**src/frontend_params.svh**
```systemverilog
`ifndef FRONTEND_PARAMS_SVH
`define FRONTEND_PARAMS_SVH

// Data path and pc widths
`define FE_XLEN 64
`define FE_PC_W 32

`define FE_RESET_PC 32'h0000_1000

// Queue depths
`define FE_FQ_DEPTH 2
`define FE_UOPQ_DEPTH 2

`endif

```
**src/frontend_pkg.sv**
```systemverilog
`include "frontend_params.svh"

package frontend_pkg;

    localparam logic [6:0] OPC_LOAD      = 7'b0000011;
    localparam logic [6:0] OPC_OP_IMM    = 7'b0010011;
    localparam logic [6:0] OPC_AUIPC     = 7'b0010111;
    localparam logic [6:0] OPC_OP_IMM_32 = 7'b0011011;
    localparam logic [6:0] OPC_STORE     = 7'b0100011;
    localparam logic [6:0] OPC_OP        = 7'b0110011;
    localparam logic [6:0] OPC_LUI       = 7'b0110111;
    localparam logic [6:0] OPC_OP_32     = 7'b0111011;
    localparam logic [6:0] OPC_BRANCH    = 7'b1100011;
    localparam logic [6:0] OPC_JALR      = 7'b1100111;
    localparam logic [6:0] OPC_JAL       = 7'b1101111;
    localparam logic [31:0] INSTR_EBREAK = 32'h0010_0073;

    typedef struct packed {
        logic [31:0]          instr;
        logic [`FE_PC_W-1:0]  pc;
    } t_instr_pkt;

    typedef enum logic [2:0] {
        RV_FMT_R, RV_FMT_I, RV_FMT_S, RV_FMT_B, RV_FMT_U, RV_FMT_J, RV_FMT_NONE
    } t_ifmt;

    typedef enum logic [1:0] {OP_REG, OP_IMM, OP_ZERO, OP_INVD} t_optype;

    typedef enum logic {SZ_4B, SZ_8B} t_opsize;

    typedef struct packed {
        logic [4:0] opreg;
        t_optype    optype;
        t_opsize    opsize;
    } t_operand;

    typedef enum logic [4:0] {
        U_ADD, U_SUB, U_AND, U_OR, U_XOR, U_SLL, U_SRL, U_SRA, U_SLT, U_SLTU,
        U_LOAD, U_STORE, U_BRANCH, U_JAL, U_JALR, U_LUI, U_AUIPC, U_EBREAK, U_INVALID
    } t_uop;

    typedef struct packed {
        logic                 valid;
        logic [`FE_PC_W-1:0]  pc;
        logic [6:0]           opcode;
        t_ifmt                ifmt;
        logic [2:0]           funct3;
        logic [6:0]           funct7;
        t_operand             dst;
        t_operand             src1;
        t_operand             src2;
        logic [`FE_XLEN-1:0]  imm64;
        t_uop                 uop;
    } t_uinstr;

    typedef struct packed {
        logic                 valid;
        logic [`FE_PC_W-1:0]  pc;
    } t_nuke_pkt;

    // Integer ops, register and immediate forms
    function automatic logic opcode_is_alu(logic [31:0] instr);
        return instr[6:0] inside {OPC_OP, OPC_OP_32, OPC_OP_IMM, OPC_OP_IMM_32};
    endfunction

    function automatic logic opcode_is_ld(logic [31:0] instr);
        return instr[6:0] == OPC_LOAD;
    endfunction

    function automatic logic opcode_is_st(logic [31:0] instr);
        return instr[6:0] == OPC_STORE;
    endfunction

    function automatic t_ifmt get_instr_format(logic [31:0] instr);
        case (instr[6:0])
            OPC_OP, OPC_OP_32: return RV_FMT_R;
            OPC_LOAD, OPC_OP_IMM, OPC_OP_IMM_32, OPC_JALR: return RV_FMT_I;
            OPC_STORE: return RV_FMT_S;
            OPC_BRANCH: return RV_FMT_B;
            OPC_LUI, OPC_AUIPC: return RV_FMT_U;
            OPC_JAL: return RV_FMT_J;
            default: return (instr == INSTR_EBREAK) ? RV_FMT_I : RV_FMT_NONE;
        endcase
    endfunction

    function automatic t_uop rv_instr_to_uop(logic [31:0] instr);
        logic [6:0] opc;
        logic       alt;
        opc = instr[6:0];
        alt = instr[30];
        if (opcode_is_alu(instr)) begin
            case (instr[14:12])
                // Only register forms have SUB
                3'b000: return (alt && opc[5]) ? U_SUB : U_ADD;
                3'b001: return U_SLL;
                3'b010: return U_SLT;
                3'b011: return U_SLTU;
                3'b100: return U_XOR;
                3'b101: return alt ? U_SRA : U_SRL;
                3'b110: return U_OR;
                default: return U_AND;
            endcase
        end
        case (opc)
            OPC_LOAD: return U_LOAD;
            OPC_STORE: return U_STORE;
            OPC_BRANCH: return U_BRANCH;
            OPC_JAL: return U_JAL;
            OPC_JALR: return U_JALR;
            OPC_LUI: return U_LUI;
            OPC_AUIPC: return U_AUIPC;
            default: return (instr == INSTR_EBREAK) ? U_EBREAK : U_INVALID;
        endcase
    endfunction

endpackage

```
**src/uop_fifo.sv**
```systemverilog
`timescale 1ns/100ps

module uop_fifo #(
    parameter type T = logic,
    parameter int DEPTH = 2
) (
    input  logic clk,
    input  logic reset,
    input  logic flush,
    input  logic push,
    input  T     din,
    output logic full,
    input  logic pop,
    output logic valid,
    output T     dout
);

    localparam int PTR_W = (DEPTH > 1) ? $clog2(DEPTH) : 1;
    localparam int CNT_W = $clog2(DEPTH + 1);

    T                 mem [DEPTH];
    logic [PTR_W-1:0] wr_ptr;
    logic [PTR_W-1:0] rd_ptr;
    logic [CNT_W-1:0] count;

    function automatic logic [PTR_W-1:0] next_ptr(logic [PTR_W-1:0] p);
        return (p == PTR_W'(DEPTH - 1)) ? '0 : p + 1'b1;
    endfunction

    assign full  = count == CNT_W'(DEPTH);
    assign valid = count != '0;
    assign dout  = mem[rd_ptr];

    always_ff @(posedge clk) begin
        if (push) begin
            mem[wr_ptr] <= din;
        end
    end

    always_ff @(posedge clk) begin
        if (reset || flush) begin
            wr_ptr <= '0;
            rd_ptr <= '0;
            count  <= '0;
        end else begin
            if (push) begin
                wr_ptr <= next_ptr(wr_ptr);
            end
            if (pop) begin
                rd_ptr <= next_ptr(rd_ptr);
            end
            if (push && !pop) begin
                count <= count + 1'b1;
            end else if (pop && !push) begin
                count <= count - 1'b1;
            end
        end
    end

    no_overflow_a: assert property (@(posedge clk) disable iff (reset) push |-> !full);
    no_underflow_a: assert property (@(posedge clk) disable iff (reset) pop |-> valid);

endmodule

```
**src/fetch.sv**
```systemverilog
`timescale 1ns/100ps
`include "frontend_params.svh"

module fetch (
    input  logic                     clk,
    input  logic                     reset,
    input  frontend_pkg::t_nuke_pkt  nuke,
    output logic                     wb_cyc,
    output logic                     wb_stb,
    output logic                     wb_we,
    output logic [`FE_PC_W-1:0]      wb_adr,
    input  logic [31:0]              wb_dat_in,
    input  logic                     wb_ack,
    output logic                     fetch_valid,
    output frontend_pkg::t_instr_pkt fetch_pkt,
    input  logic                     decode_ready
);

    logic [`FE_PC_W-1:0]      pc;
    logic [`FE_PC_W-1:0]      req_adr;
    logic                     pending;
    logic                     stale;
    logic                     fq_full;
    logic                     fq_push;
    frontend_pkg::t_instr_pkt fq_din;

    assign wb_cyc = pending;
    assign wb_stb = pending;
    assign wb_we  = 1'b0;
    assign wb_adr = req_adr;

    // Data of a transfer that straddled a nuke is dropped
    assign fq_push = pending && wb_ack && !stale && !nuke.valid;
    assign fq_din  = '{instr: wb_dat_in, pc: req_adr};

    always_ff @(posedge clk) begin
        if (reset) begin
            pending <= 1'b0;
            stale   <= 1'b0;
            pc      <= `FE_RESET_PC;
        end else begin
            if (pending) begin
                if (wb_ack) begin
                    pending <= 1'b0;
                    stale   <= 1'b0;
                end else if (nuke.valid) begin
                    stale <= 1'b1;
                end
            end else if (!fq_full && !nuke.valid) begin
                pending <= 1'b1;
            end
            if (nuke.valid) begin
                pc <= nuke.pc;
            end else if (fq_push) begin
                pc <= pc + `FE_PC_W'(4);
            end
        end
    end

    // Address only moves while idle
    always_ff @(posedge clk) begin
        if (!pending) begin
            req_adr <= pc;
        end
    end

    uop_fifo #(
        .T     (frontend_pkg::t_instr_pkt),
        .DEPTH (`FE_FQ_DEPTH)
    ) fetch_queue (
        .clk   (clk),
        .reset (reset),
        .flush (nuke.valid),
        .push  (fq_push),
        .din   (fq_din),
        .full  (fq_full),
        .pop   (fetch_valid && decode_ready),
        .valid (fetch_valid),
        .dout  (fetch_pkt)
    );

    wb_hold_a: assert property (@(posedge clk) disable iff (reset)
        wb_stb && !wb_ack |=> wb_stb && $stable(wb_adr));

endmodule

```
**src/decode.sv**
```systemverilog
`timescale 1ns/100ps
`include "frontend_params.svh"

module decode (
    input  logic                     clk,
    input  logic                     reset,
    input  frontend_pkg::t_nuke_pkt  nuke,
    input  logic                     fetch_valid,
    input  frontend_pkg::t_instr_pkt fetch_pkt,
    output logic                     decode_ready,
    input  logic                     rename_ready,
    output logic                     uop_valid,
    output frontend_pkg::t_uinstr    uinstr
);

    logic [31:0]           w;
    frontend_pkg::t_ifmt   ifmt;
    frontend_pkg::t_uop    uop_d;
    frontend_pkg::t_opsize alu_sz;
    frontend_pkg::t_uinstr uinstr_d;
    logic [`FE_XLEN-1:0]   imm_i;
    logic                  ebreak_seen;
    logic                  push;
    logic                  uopq_full;

    assign w      = fetch_pkt.instr;
    assign ifmt   = frontend_pkg::get_instr_format(w);
    assign uop_d  = frontend_pkg::rv_instr_to_uop(w);
    // W forms have opcode bit 3 set
    assign alu_sz = w[3] ? frontend_pkg::SZ_4B : frontend_pkg::SZ_8B;
    assign imm_i  = {{(`FE_XLEN - 12){w[31]}}, w[31:20]};

    always_comb begin
        uinstr_d        = '0;
        uinstr_d.valid  = fetch_valid;
        uinstr_d.pc     = fetch_pkt.pc;
        uinstr_d.opcode = w[6:0];
        uinstr_d.ifmt   = ifmt;
        uinstr_d.uop    = uop_d;
        uinstr_d.dst    = '{5'd0, frontend_pkg::OP_INVD, frontend_pkg::SZ_4B};
        uinstr_d.src1   = uinstr_d.dst;
        uinstr_d.src2   = uinstr_d.dst;

        case (ifmt)
            frontend_pkg::RV_FMT_R: begin
                uinstr_d.funct7 = w[31:25];
                uinstr_d.funct3 = w[14:12];
                uinstr_d.dst    = '{w[11:7], frontend_pkg::OP_REG, alu_sz};
                uinstr_d.src1   = '{w[19:15], frontend_pkg::OP_REG, alu_sz};
                uinstr_d.src2   = '{w[24:20], frontend_pkg::OP_REG, alu_sz};
            end
            frontend_pkg::RV_FMT_I: begin
                uinstr_d.funct3 = w[14:12];
                if (frontend_pkg::opcode_is_alu(w)) begin
                    uinstr_d.dst   = '{w[11:7], frontend_pkg::OP_REG, alu_sz};
                    uinstr_d.src1  = '{w[19:15], frontend_pkg::OP_REG, alu_sz};
                    uinstr_d.src2  = '{5'd0, frontend_pkg::OP_IMM, alu_sz};
                    uinstr_d.imm64 = imm_i;
                end else if (frontend_pkg::opcode_is_ld(w) || uop_d == frontend_pkg::U_JALR) begin
                    uinstr_d.dst   = '{w[11:7], frontend_pkg::OP_REG, frontend_pkg::SZ_4B};
                    uinstr_d.src1  = '{w[19:15], frontend_pkg::OP_REG, frontend_pkg::SZ_4B};
                    uinstr_d.src2  = '{5'd0, frontend_pkg::OP_IMM, frontend_pkg::SZ_4B};
                    uinstr_d.imm64 = imm_i;
                end
                // EBREAK keeps invalid operands
            end
            frontend_pkg::RV_FMT_S: begin
                uinstr_d.funct3 = w[14:12];
                if (frontend_pkg::opcode_is_st(w)) begin
                    uinstr_d.src1 = '{w[19:15], frontend_pkg::OP_REG, frontend_pkg::SZ_4B};
                    uinstr_d.src2 = '{w[24:20], frontend_pkg::OP_REG, frontend_pkg::SZ_4B};
                end
                uinstr_d.imm64 = {{(`FE_XLEN - 12){w[31]}}, w[31:25], w[11:7]};
            end
            frontend_pkg::RV_FMT_B: begin
                uinstr_d.funct3 = w[14:12];
                uinstr_d.src1   = '{w[19:15], frontend_pkg::OP_REG, frontend_pkg::SZ_4B};
                uinstr_d.src2   = '{w[24:20], frontend_pkg::OP_REG, frontend_pkg::SZ_4B};
                uinstr_d.imm64  = {{(`FE_XLEN - 13){w[31]}}, w[31], w[7], w[30:25],
                                   w[11:8], 1'b0};
            end
            frontend_pkg::RV_FMT_U: begin
                uinstr_d.dst   = '{w[11:7], frontend_pkg::OP_REG, frontend_pkg::SZ_4B};
                uinstr_d.src2  = '{5'd0, frontend_pkg::OP_IMM, frontend_pkg::SZ_4B};
                uinstr_d.imm64 = {{(`FE_XLEN - 32){w[31]}}, w[31:12], 12'd0};
            end
            frontend_pkg::RV_FMT_J: begin
                uinstr_d.dst   = '{w[11:7], frontend_pkg::OP_REG, frontend_pkg::SZ_4B};
                uinstr_d.src2  = '{5'd0, frontend_pkg::OP_IMM, frontend_pkg::SZ_4B};
                uinstr_d.imm64 = {{(`FE_XLEN - 21){w[31]}}, w[31], w[19:12], w[20],
                                  w[30:21], 1'b0};
            end
            default: begin
            end
        endcase

        // x0 handling
        if (uinstr_d.src1.optype == frontend_pkg::OP_REG && uinstr_d.src1.opreg == 5'd0) begin
            uinstr_d.src1.optype = frontend_pkg::OP_ZERO;
        end
        if (uinstr_d.src2.optype == frontend_pkg::OP_REG && uinstr_d.src2.opreg == 5'd0) begin
            uinstr_d.src2.optype = frontend_pkg::OP_ZERO;
        end
        if (uinstr_d.dst.optype == frontend_pkg::OP_REG && uinstr_d.dst.opreg == 5'd0) begin
            uinstr_d.dst.optype = frontend_pkg::OP_INVD;
        end
    end

    // Accepted but dropped while the EBREAK hold is set
    assign push = fetch_valid && decode_ready && !ebreak_seen && !nuke.valid;

    always_ff @(posedge clk) begin
        if (reset || nuke.valid) begin
            ebreak_seen <= 1'b0;
        end else if (push && uop_d == frontend_pkg::U_EBREAK) begin
            ebreak_seen <= 1'b1;
        end
    end

    uop_fifo #(
        .T     (frontend_pkg::t_uinstr),
        .DEPTH (`FE_UOPQ_DEPTH)
    ) uop_queue (
        .clk   (clk),
        .reset (reset),
        .flush (nuke.valid),
        .push  (push),
        .din   (uinstr_d),
        .full  (uopq_full),
        .pop   (uop_valid && rename_ready),
        .valid (uop_valid),
        .dout  (uinstr)
    );

    assign decode_ready = !uopq_full;

    uop_quiet_in_reset_a: assert property (@(posedge clk) reset |=> !uop_valid);

endmodule

```
**src/frontend_top.sv**
```systemverilog
`timescale 1ns/100ps
`include "frontend_params.svh"

module frontend_top (
    input  logic                    clk,
    input  logic                    reset,
    input  frontend_pkg::t_nuke_pkt nuke,
    output logic                    wb_cyc,
    output logic                    wb_stb,
    output logic                    wb_we,
    output logic [`FE_PC_W-1:0]     wb_adr,
    input  logic [31:0]             wb_dat_in,
    input  logic                    wb_ack,
    input  logic                    rename_ready,
    output logic                    uop_valid,
    output frontend_pkg::t_uinstr   uinstr
);

    logic                     fetch_valid;
    logic                     decode_ready;
    frontend_pkg::t_instr_pkt fetch_pkt;

    fetch fetch0 (
        .clk          (clk),
        .reset        (reset),
        .nuke         (nuke),
        .wb_cyc       (wb_cyc),
        .wb_stb       (wb_stb),
        .wb_we        (wb_we),
        .wb_adr       (wb_adr),
        .wb_dat_in    (wb_dat_in),
        .wb_ack       (wb_ack),
        .fetch_valid  (fetch_valid),
        .fetch_pkt    (fetch_pkt),
        .decode_ready (decode_ready)
    );

    decode decode0 (
        .clk          (clk),
        .reset        (reset),
        .nuke         (nuke),
        .fetch_valid  (fetch_valid),
        .fetch_pkt    (fetch_pkt),
        .decode_ready (decode_ready),
        .rename_ready (rename_ready),
        .uop_valid    (uop_valid),
        .uinstr       (uinstr)
    );

endmodule

```
**config.mk**
```make
export PLATFORM = sky130hd
export DESIGN_NAME = frontend_top
export DESIGN_NICKNAME = d
export VERILOG_FILES = /design/src/frontend_pkg.sv /design/src/uop_fifo.sv /design/src/fetch.sv /design/src/decode.sv /design/src/frontend_top.sv
export VERILOG_INCLUDE_DIRS = /design/src
export SDC_FILE = /design/constraint.sdc
export NUM_CORES = 1
export LEC_CHECK = 0
export ABC_AREA = 0
export ABC_CLOCK_PERIOD_IN_PS = 8690
export BUFFER_PORTS_ARGS = -buffer_cell sky130_fd_sc_hd__buf_2
export CAP_MARGIN = 15
export CORE_MARGIN = 3
export CORE_UTILIZATION = 53
export DETAILED_ROUTE_END_ITERATION = 8
export MAX_ROUTING_LAYER = met4
export PLACE_DENSITY = 0.77
export SYNTH_ARGS = -nofsm -noshare
export SYNTH_HDL_FRONTEND = slang
export SYNTH_HIERARCHICAL = 1
export SYNTH_SLANG_ARGS = --single-unit
```
**constraint.sdc**
```tcl
create_clock -name clk -period 8.69 [get_ports clk]
set_input_delay 0 -clock clk [delete_from_list [all_inputs] [get_ports clk]]
set_output_delay 0 -clock clk [all_outputs]
set_load 0.005 [all_outputs]
```
Word level (Yosys, flattened, before mapping):

Memory sizes are Yosys's and may differ from the RTL's. A register that Yosys moved wholly into a read port is not among the register bits.
Cells that the tools add are included.
W data, S select, Z words.

* RAM bits: 420
* memories kept: 2
* logic and storage cells: 144
* flip-flop bits (word level): 75
* input bits: 69
* output and inout port bits: 182

* add/subtract/negate cells: 9
* reductions and logical operators: 49
* eq/ne operators: 27
* mux-type cells: 46

Memory list
* decode0.uop_queue.mem: words 2, bits a word 146, rd ports 1, clocked after Yosys merged registers in 1, wr ports 1, RTL line uop_fifo.sv:21 `T mem [DEPTH];`
* fetch0.fetch_queue.mem: words 2, bits a word 64, rd ports 1, clocked after Yosys merged registers in 1, wr ports 1, RTL line uop_fifo.sv:21

Operators with widths (number)
* $pmux W64 S5: 1
* $mux W88: 2
* $pmux W5 S7: 2
* $mux W32: 2
* $pmux W8 S5: 1
* $add A32 B3 Y32 const B: 1
* $eq A32 B21 Y1 const B: 1
* $pmux W8 S4: 1
* $eq A7 B6 Y1 const B: 4
* $pmux W8 S3: 1
* $eq A7 B5 Y1 const B: 3
* $eq A7 B7 Y1 const B: 3
* $mux W1: 21
* $pmux W3 S6: 1
* $logic_and A1 B1 Y1: 17
* $mux W16: 1
* $mux W2: 8
* $eq A3 B3 Y1 const B: 5
* $logic_not A5 Y1: 3
* $eq A3 B2 Y1 const B: 4
* $reduce_bool A2 Y1: 6
* $mux W5: 2
* $logic_not A1 Y1: 9
* $reduce_or A4 Y1: 2
* 16 further kinds: 30

Logic depth before layout (Yosys ltp):

* depth in word-level cells: 13
* gate-level depth with buffers: 10
* gate-level depth less buffers: 8

Modules after synthesis:

Netlist, hierarchy kept.

By module, submodules not included
* uop_fifo at decode0.uop_queue: cells each 476, times used 1, area an instance 10750.3 um2, seq. area each 8868.5 um2
* uop_fifo at fetch0.fetch_queue: cells each 221, times used 1, area an instance 4822.1 um2, seq. area each 3943.8 um2
* fetch: cells each 276, times used 1, area an instance 2910.3 um2, seq. area each 1641.6 um2
* decode: cells each 188, times used 1, area an instance 1128.6 um2, seq. area each 20.0 um2

Worst setup path after synthesis:

No wires, ideal clock.

* path kind: register to register
* start: reg decode0.uop_queue.count[0]
* end: mem decode0/uop_queue/mem[0][0] in the netlist's numbering, enable pin
* arrival: 7.661 ns
* library setup time: 0.671 ns
* cell stages (with the launch flop): 4
* data required time: 8.019 ns
* path buffers: 0
* clock period less this slack: 8.332 ns
* slack: 0.358 ns
* path through: dfxtp_1 -> and2b_2 -> nor4b_1 -> nor2b_1

* longest elaborated chain between the ends: 7

RTL lines
* start: declaration: RTL line uop_fifo.sv:24 `logic [CNT_W-1:0] count;`
* start signal: assignment: RTL line uop_fifo.sv:53 `count <= count + 1'b1;`
* start signal: assignment: RTL line uop_fifo.sv:55 `count <= count - 1'b1;`
* $eq A2 B2 Y1: RTL line uop_fifo.sv:30 `assign full = count == CNT_W'(DEPTH);`
* via decode0.uopq_full: RTL line decode.sv:24 `logic uopq_full;`
* $logic_not A1 Y1: RTL line decode.sv:135 `assign decode_ready = !uopq_full;`
* $logic_and A1 B1 Y1 (3 in series): RTL line decode.sv:110 `assign push = fetch_valid && decode_ready && !ebreak_seen && !nuke.valid;`
* via decode0.push: RTL line decode.sv:23 `logic push;`
* $mux W1: RTL line uop_fifo.sv:35 `if (push) begin`
* $mux W1 (implied by the code): RTL line uop_fifo.sv:36 `mem[wr_ptr] <= din;`
* end: declaration: RTL line uop_fifo.sv:21

The timed path passes the listed nets, and every way through them passes these cells.

==> run_results.csv <==
group,metric,value,unit
layout,area_delta_synth_final,20.6,%
clocking,cts_tree,"done",
logic_synthesis,seq_area_frac_synth,73.8,%
drt,dr.first_iter.drc_count,822,
sta,skew,0.0149,ns
setup_path,rr_worst_depth,6,
drt,wire_per_inst,21.0,um
setup_path,critPathKind,"flip-flop to flip-flop",
clocking,ctsResizeCount,0,
grt,grt_max_degree,77,
power_and_ir_drop,clkPwrFrac,42.0,%
logic_synthesis,synthesis.nets,1233,
setup_path,worst_setup_path_start_kind,"flip-flop",
setup_path,cp-endpoint,"decode0/uop_queue/mem[0][23]$_DFFE_PP_",
grt,first_global_vias,11159,
placement,dp.cells,1827,
clocking,cts_inserted_buffers,49,
placement,io_buffer_count,249,
floorplan,die-height,198,um
floorplan,ioPinCount,251,
logic_synthesis,synth_cell_type_count,69,
logic_synthesis,syn_area,19600,um^2
drt,vias_per_cell,5.70,
drt,firstDrtPassIters,5,
placement,pre_cts_slack,5.23,ns
drt,drc,0,
layout,final_cells,1990,
power_and_ir_drop,p_sw_share,20.4,%
setup_path,cp-end-kind,"flip-flop",
logic_synthesis,ys_seq_elements,497,
floorplan,dieArea,39300,um^2
sta,worstMarginPinSlew,1.07,ns
worst_hold_path,hp-class,"input pin to flip-flop",
layout,nFillCells,2465,
clocking,clk_pin_slew_worst_paths,0.06,ns
clocking,cts_max_level,2,
drt,ant_nets,0,
logic_synthesis,synth_edf_count,452,
floorplan,start_util,54.5,%
drt,finalWirelength,41700,um
logic_synthesis,syn_inst,1161,
sta,layout_setup_ws,5.30,ns
layout,fin_nets,1561,
status,status,"finished, final reports clean",
power_and_ir_drop,p_seq_share,53.1,%
clocking,worstSkewPairLatency,0.57,ns
clocking,cts_sinks,497,
grt,grt_use_total,21.5,%
power_and_ir_drop,power_frac_comb,4.8,%
logic_synthesis,avgSynthCellArea,16.9,um^2
power_and_ir_drop,power_density,216,nW/um^2
grt,grt_pass1_wl,63600,um
placement,gp_congestion,0.883,
logic_synthesis,ys_async_sr_fraction,0,%
power_and_ir_drop,ir_drop,0.144,mV
placement,dp.final_hpwl,26200,um
floorplan,die_x,198,um
sta,maxSlewHeadroom,28.8,%
power_and_ir_drop,leakage,8.50,nW
setup_path,r2r-end,"decode0/uop_queue/mem[0][23]$_DFFE_PP_",
setup_path,worstPathMaxFanout,64,
sta,final_hold_viol_count,0,
floorplan,num_rows,69,
setup_path,ff2ff_setup_slack,5.30,ns
job,drv_cap,0,
drt,num_vias,11342,
power_and_ir_drop,p_int,0.00406,W
logic_synthesis,yosysWarnings,6,
power_and_ir_drop,power.switching,0.00104,W
setup_path,crit_arrival,3.80,ns
sta,finalSetupTns,0,ns
sta,rsz0062_at_grt,"false",
sta,slew_viol_final,0,
logic_synthesis,synth_ff_type,"edfxtp_1",
setup_path,worstPathRequired,9.10,ns
grt,antenna_found_initial,0,
sta,max_freq,295,MHz
layout,drive_gt1_share,37.1,%
floorplan,core_area,36000,um^2
sta,min_period_over_period,39.0,%
clocking,cts_root_buf,"clkbuf_16",
grt,grt_overflow,0,
sta,setup_violations,0,
clocking,clockBufferDepth,3,
sta,fin_crit,3.39,ns
## synth_stat cells, types with 3 or more instances
cell,count,area share (%)
and2_1,38,1.2
or4_1,21,0.80
a2111oi_0,3,0.13
nor4_1,7,0.22
nor3b_1,3,0.11
xnor2_1,8,0.36
a311oi_1,16,0.71
nand2_1,40,0.77
nand4_1,8,0.26
a22o_1,4,0.18
nand3_1,17,0.43
ha_1,3,0.19
xor2_1,7,0.31
mux2i_1,3,0.15
a211oi_1,8,0.31
clkbuf_1,23,0.44
a21oi_1,12,0.31
dfxtp_1,45,4.6
a31oi_1,4,0.13
mux2_2,210,12
inv_1,20,0.38
nand2b_1,4,0.13
o31ai_1,12,0.46
edfxtp_1,452,69
nor2b_1,4,0.13
buf_4,17,0.65
nor3_1,16,0.41
and3_1,4,0.13
buf_2,12,0.31
a21o_1,12,0.46
buf_1,3,0.057
nor2_1,50,0.96
or3_1,10,0.32
or2_2,4,0.13
o21ai_0,14,0.36
o21bai_1,4,0.15
## cells in the final DEF, fill, tap and decap left out, types with 7 or more instances in the layout
master         instances
buf_2                249
or3_1                 10
nand4_1                8
buf_4                 11
xor2_1                 7
a211oi_1               8
o31ai_1               12
a21o_1                12
nand3_1               17
nand2_1               40
o21ai_0               14
xnor2_1                8
nor4_1                 7
a311oi_1              16
clkinv_1              10
clkbuf_1              10
bufinv_16              8
nor2_1                49
or4_1                 21
mux2_2               210
and2_1                36
clkinv_2               8
edfxtp_1             452
a21oi_1               12
clkbuf_16             49
nor3_1                16
dlygate4sd3_1         71
dfxtp_1               43
inv_1                 20
## kinds of logic after synthesis
logic type	after synthesis	synth area share [%]
adder cells (fa/ha/maj)	3	0.191
AO/OA/AOI/OAI	112	4.31
buffers and inverters	76	1.86
AND/OR/NAND/NOR	244	6.94
other	1	0.0191
flip-flops	497	73.8
multiplexers	213	12.2
XOR/XNOR	15	0.670
## cell type report
| type | instances | area (um^2) | share of cell area, % |
|---|---|---|---|
| Inverter | 21 | 78.8 | 0.333 |
| Tap cell | 461 | 577 | 2.44 |
| Sequential cell | 497 | 14500 | 61.2 |
| Multi-Input combinational cell | 588 | 4800 | 20.3 |
| Clock inverter | 31 | 384 | 1.62 |
| Clock buffer | 59 | 1260 | 5.34 |
| Antenna cell | 1 | 2.50 | 0.0106 |
| Timing Repair Buffer | 332 | 2070 | 8.74 |
## critical path: stages (launching register included)
cell,delay (ns)
dfxtp_4,0.94
mux2_2,0.54
inv_1,0.22
nand2_1,0.09
nor4_2,0.72
o21ai_1,0.49
nand2_1,0.20
## repair_timing
item,CTS,global route
setup buffers,0,0
hold buffers,71,0
hold endpoints to repair,103,0
## power by group through the flow
stage          registers (W)  logic (W)  clock network, W
2_1_floorplan        0.00275   0.000126                 0
3_3_place_gp         0.00276   0.000216                 0
4_1_cts              0.00271   0.000248           0.00218
6_report             0.00271   0.000247           0.00214
3_5_place_dp         0.00276   0.000221                 0
5_1_grt              0.00272   0.000270           0.00228
## metal layers
metal	global-route usage, %	wire length, um	part of all wire [%]
met5	-	0	0
met3	4.66	3060	7.3
met1	27.3	16600	40
met2	35.6	21300	51
met4	5.40	719	1.7
## how the worst min path moves through the flow
stage	from	to	slack [ns]	depth (start not counted)
floorplan	reset	decode0/uop_queue/count[1]$_SDFFE_PP0P_	0.06	1
global placement	wb_dat_in[29]	fetch0/fetch_queue/mem[0][61]$_DFFE_PP_	0.19	1
detailed placement	wb_dat_in[3]	fetch0/fetch_queue/mem[1][35]$_DFFE_PP_	0.19	1
CTS	wb_dat_in[16]	fetch0/fetch_queue/mem[0][48]$_DFFE_PP_	0.14	2
global route	wb_dat_in[14]	fetch0/fetch_queue/mem[1][46]$_DFFE_PP_	0.16	2
finish	wb_dat_in[16]	fetch0/fetch_queue/mem[0][48]$_DFFE_PP_	0.16	2
## sequential cells by signal, indices dropped and copies added, names as in the netlist, 2 cells and up, named ones only
name and flops:
fetch0/pc 32, fetch0/fetch_queue/mem 128, fetch0/fetch_queue/count 2, fetch0/wb_adr 32
decode0/uop_queue/count 2, decode0/uop_queue/mem 292
## per-stage QoR
stage | instance area [um^2] | utilization [%] | hold WS (ns) | total power [W]
2_1_floorplan | 19600 | - | 0.0646 | 0.00288
3_3_place_gp | 21300 | 59.1 | 0.190 | 0.00297
3_5_place_dp | 21300 | 59.1 | 0.192 | 0.00298
4_1_cts | 23600 | 65.6 | 0.144 | 0.00514
5_1_grt | 23700 | 65.7 | 0.164 | 0.00527
6_report | 23700 | 65.7 | 0.163 | 0.00510
Power figures use the tool's default switching activity.
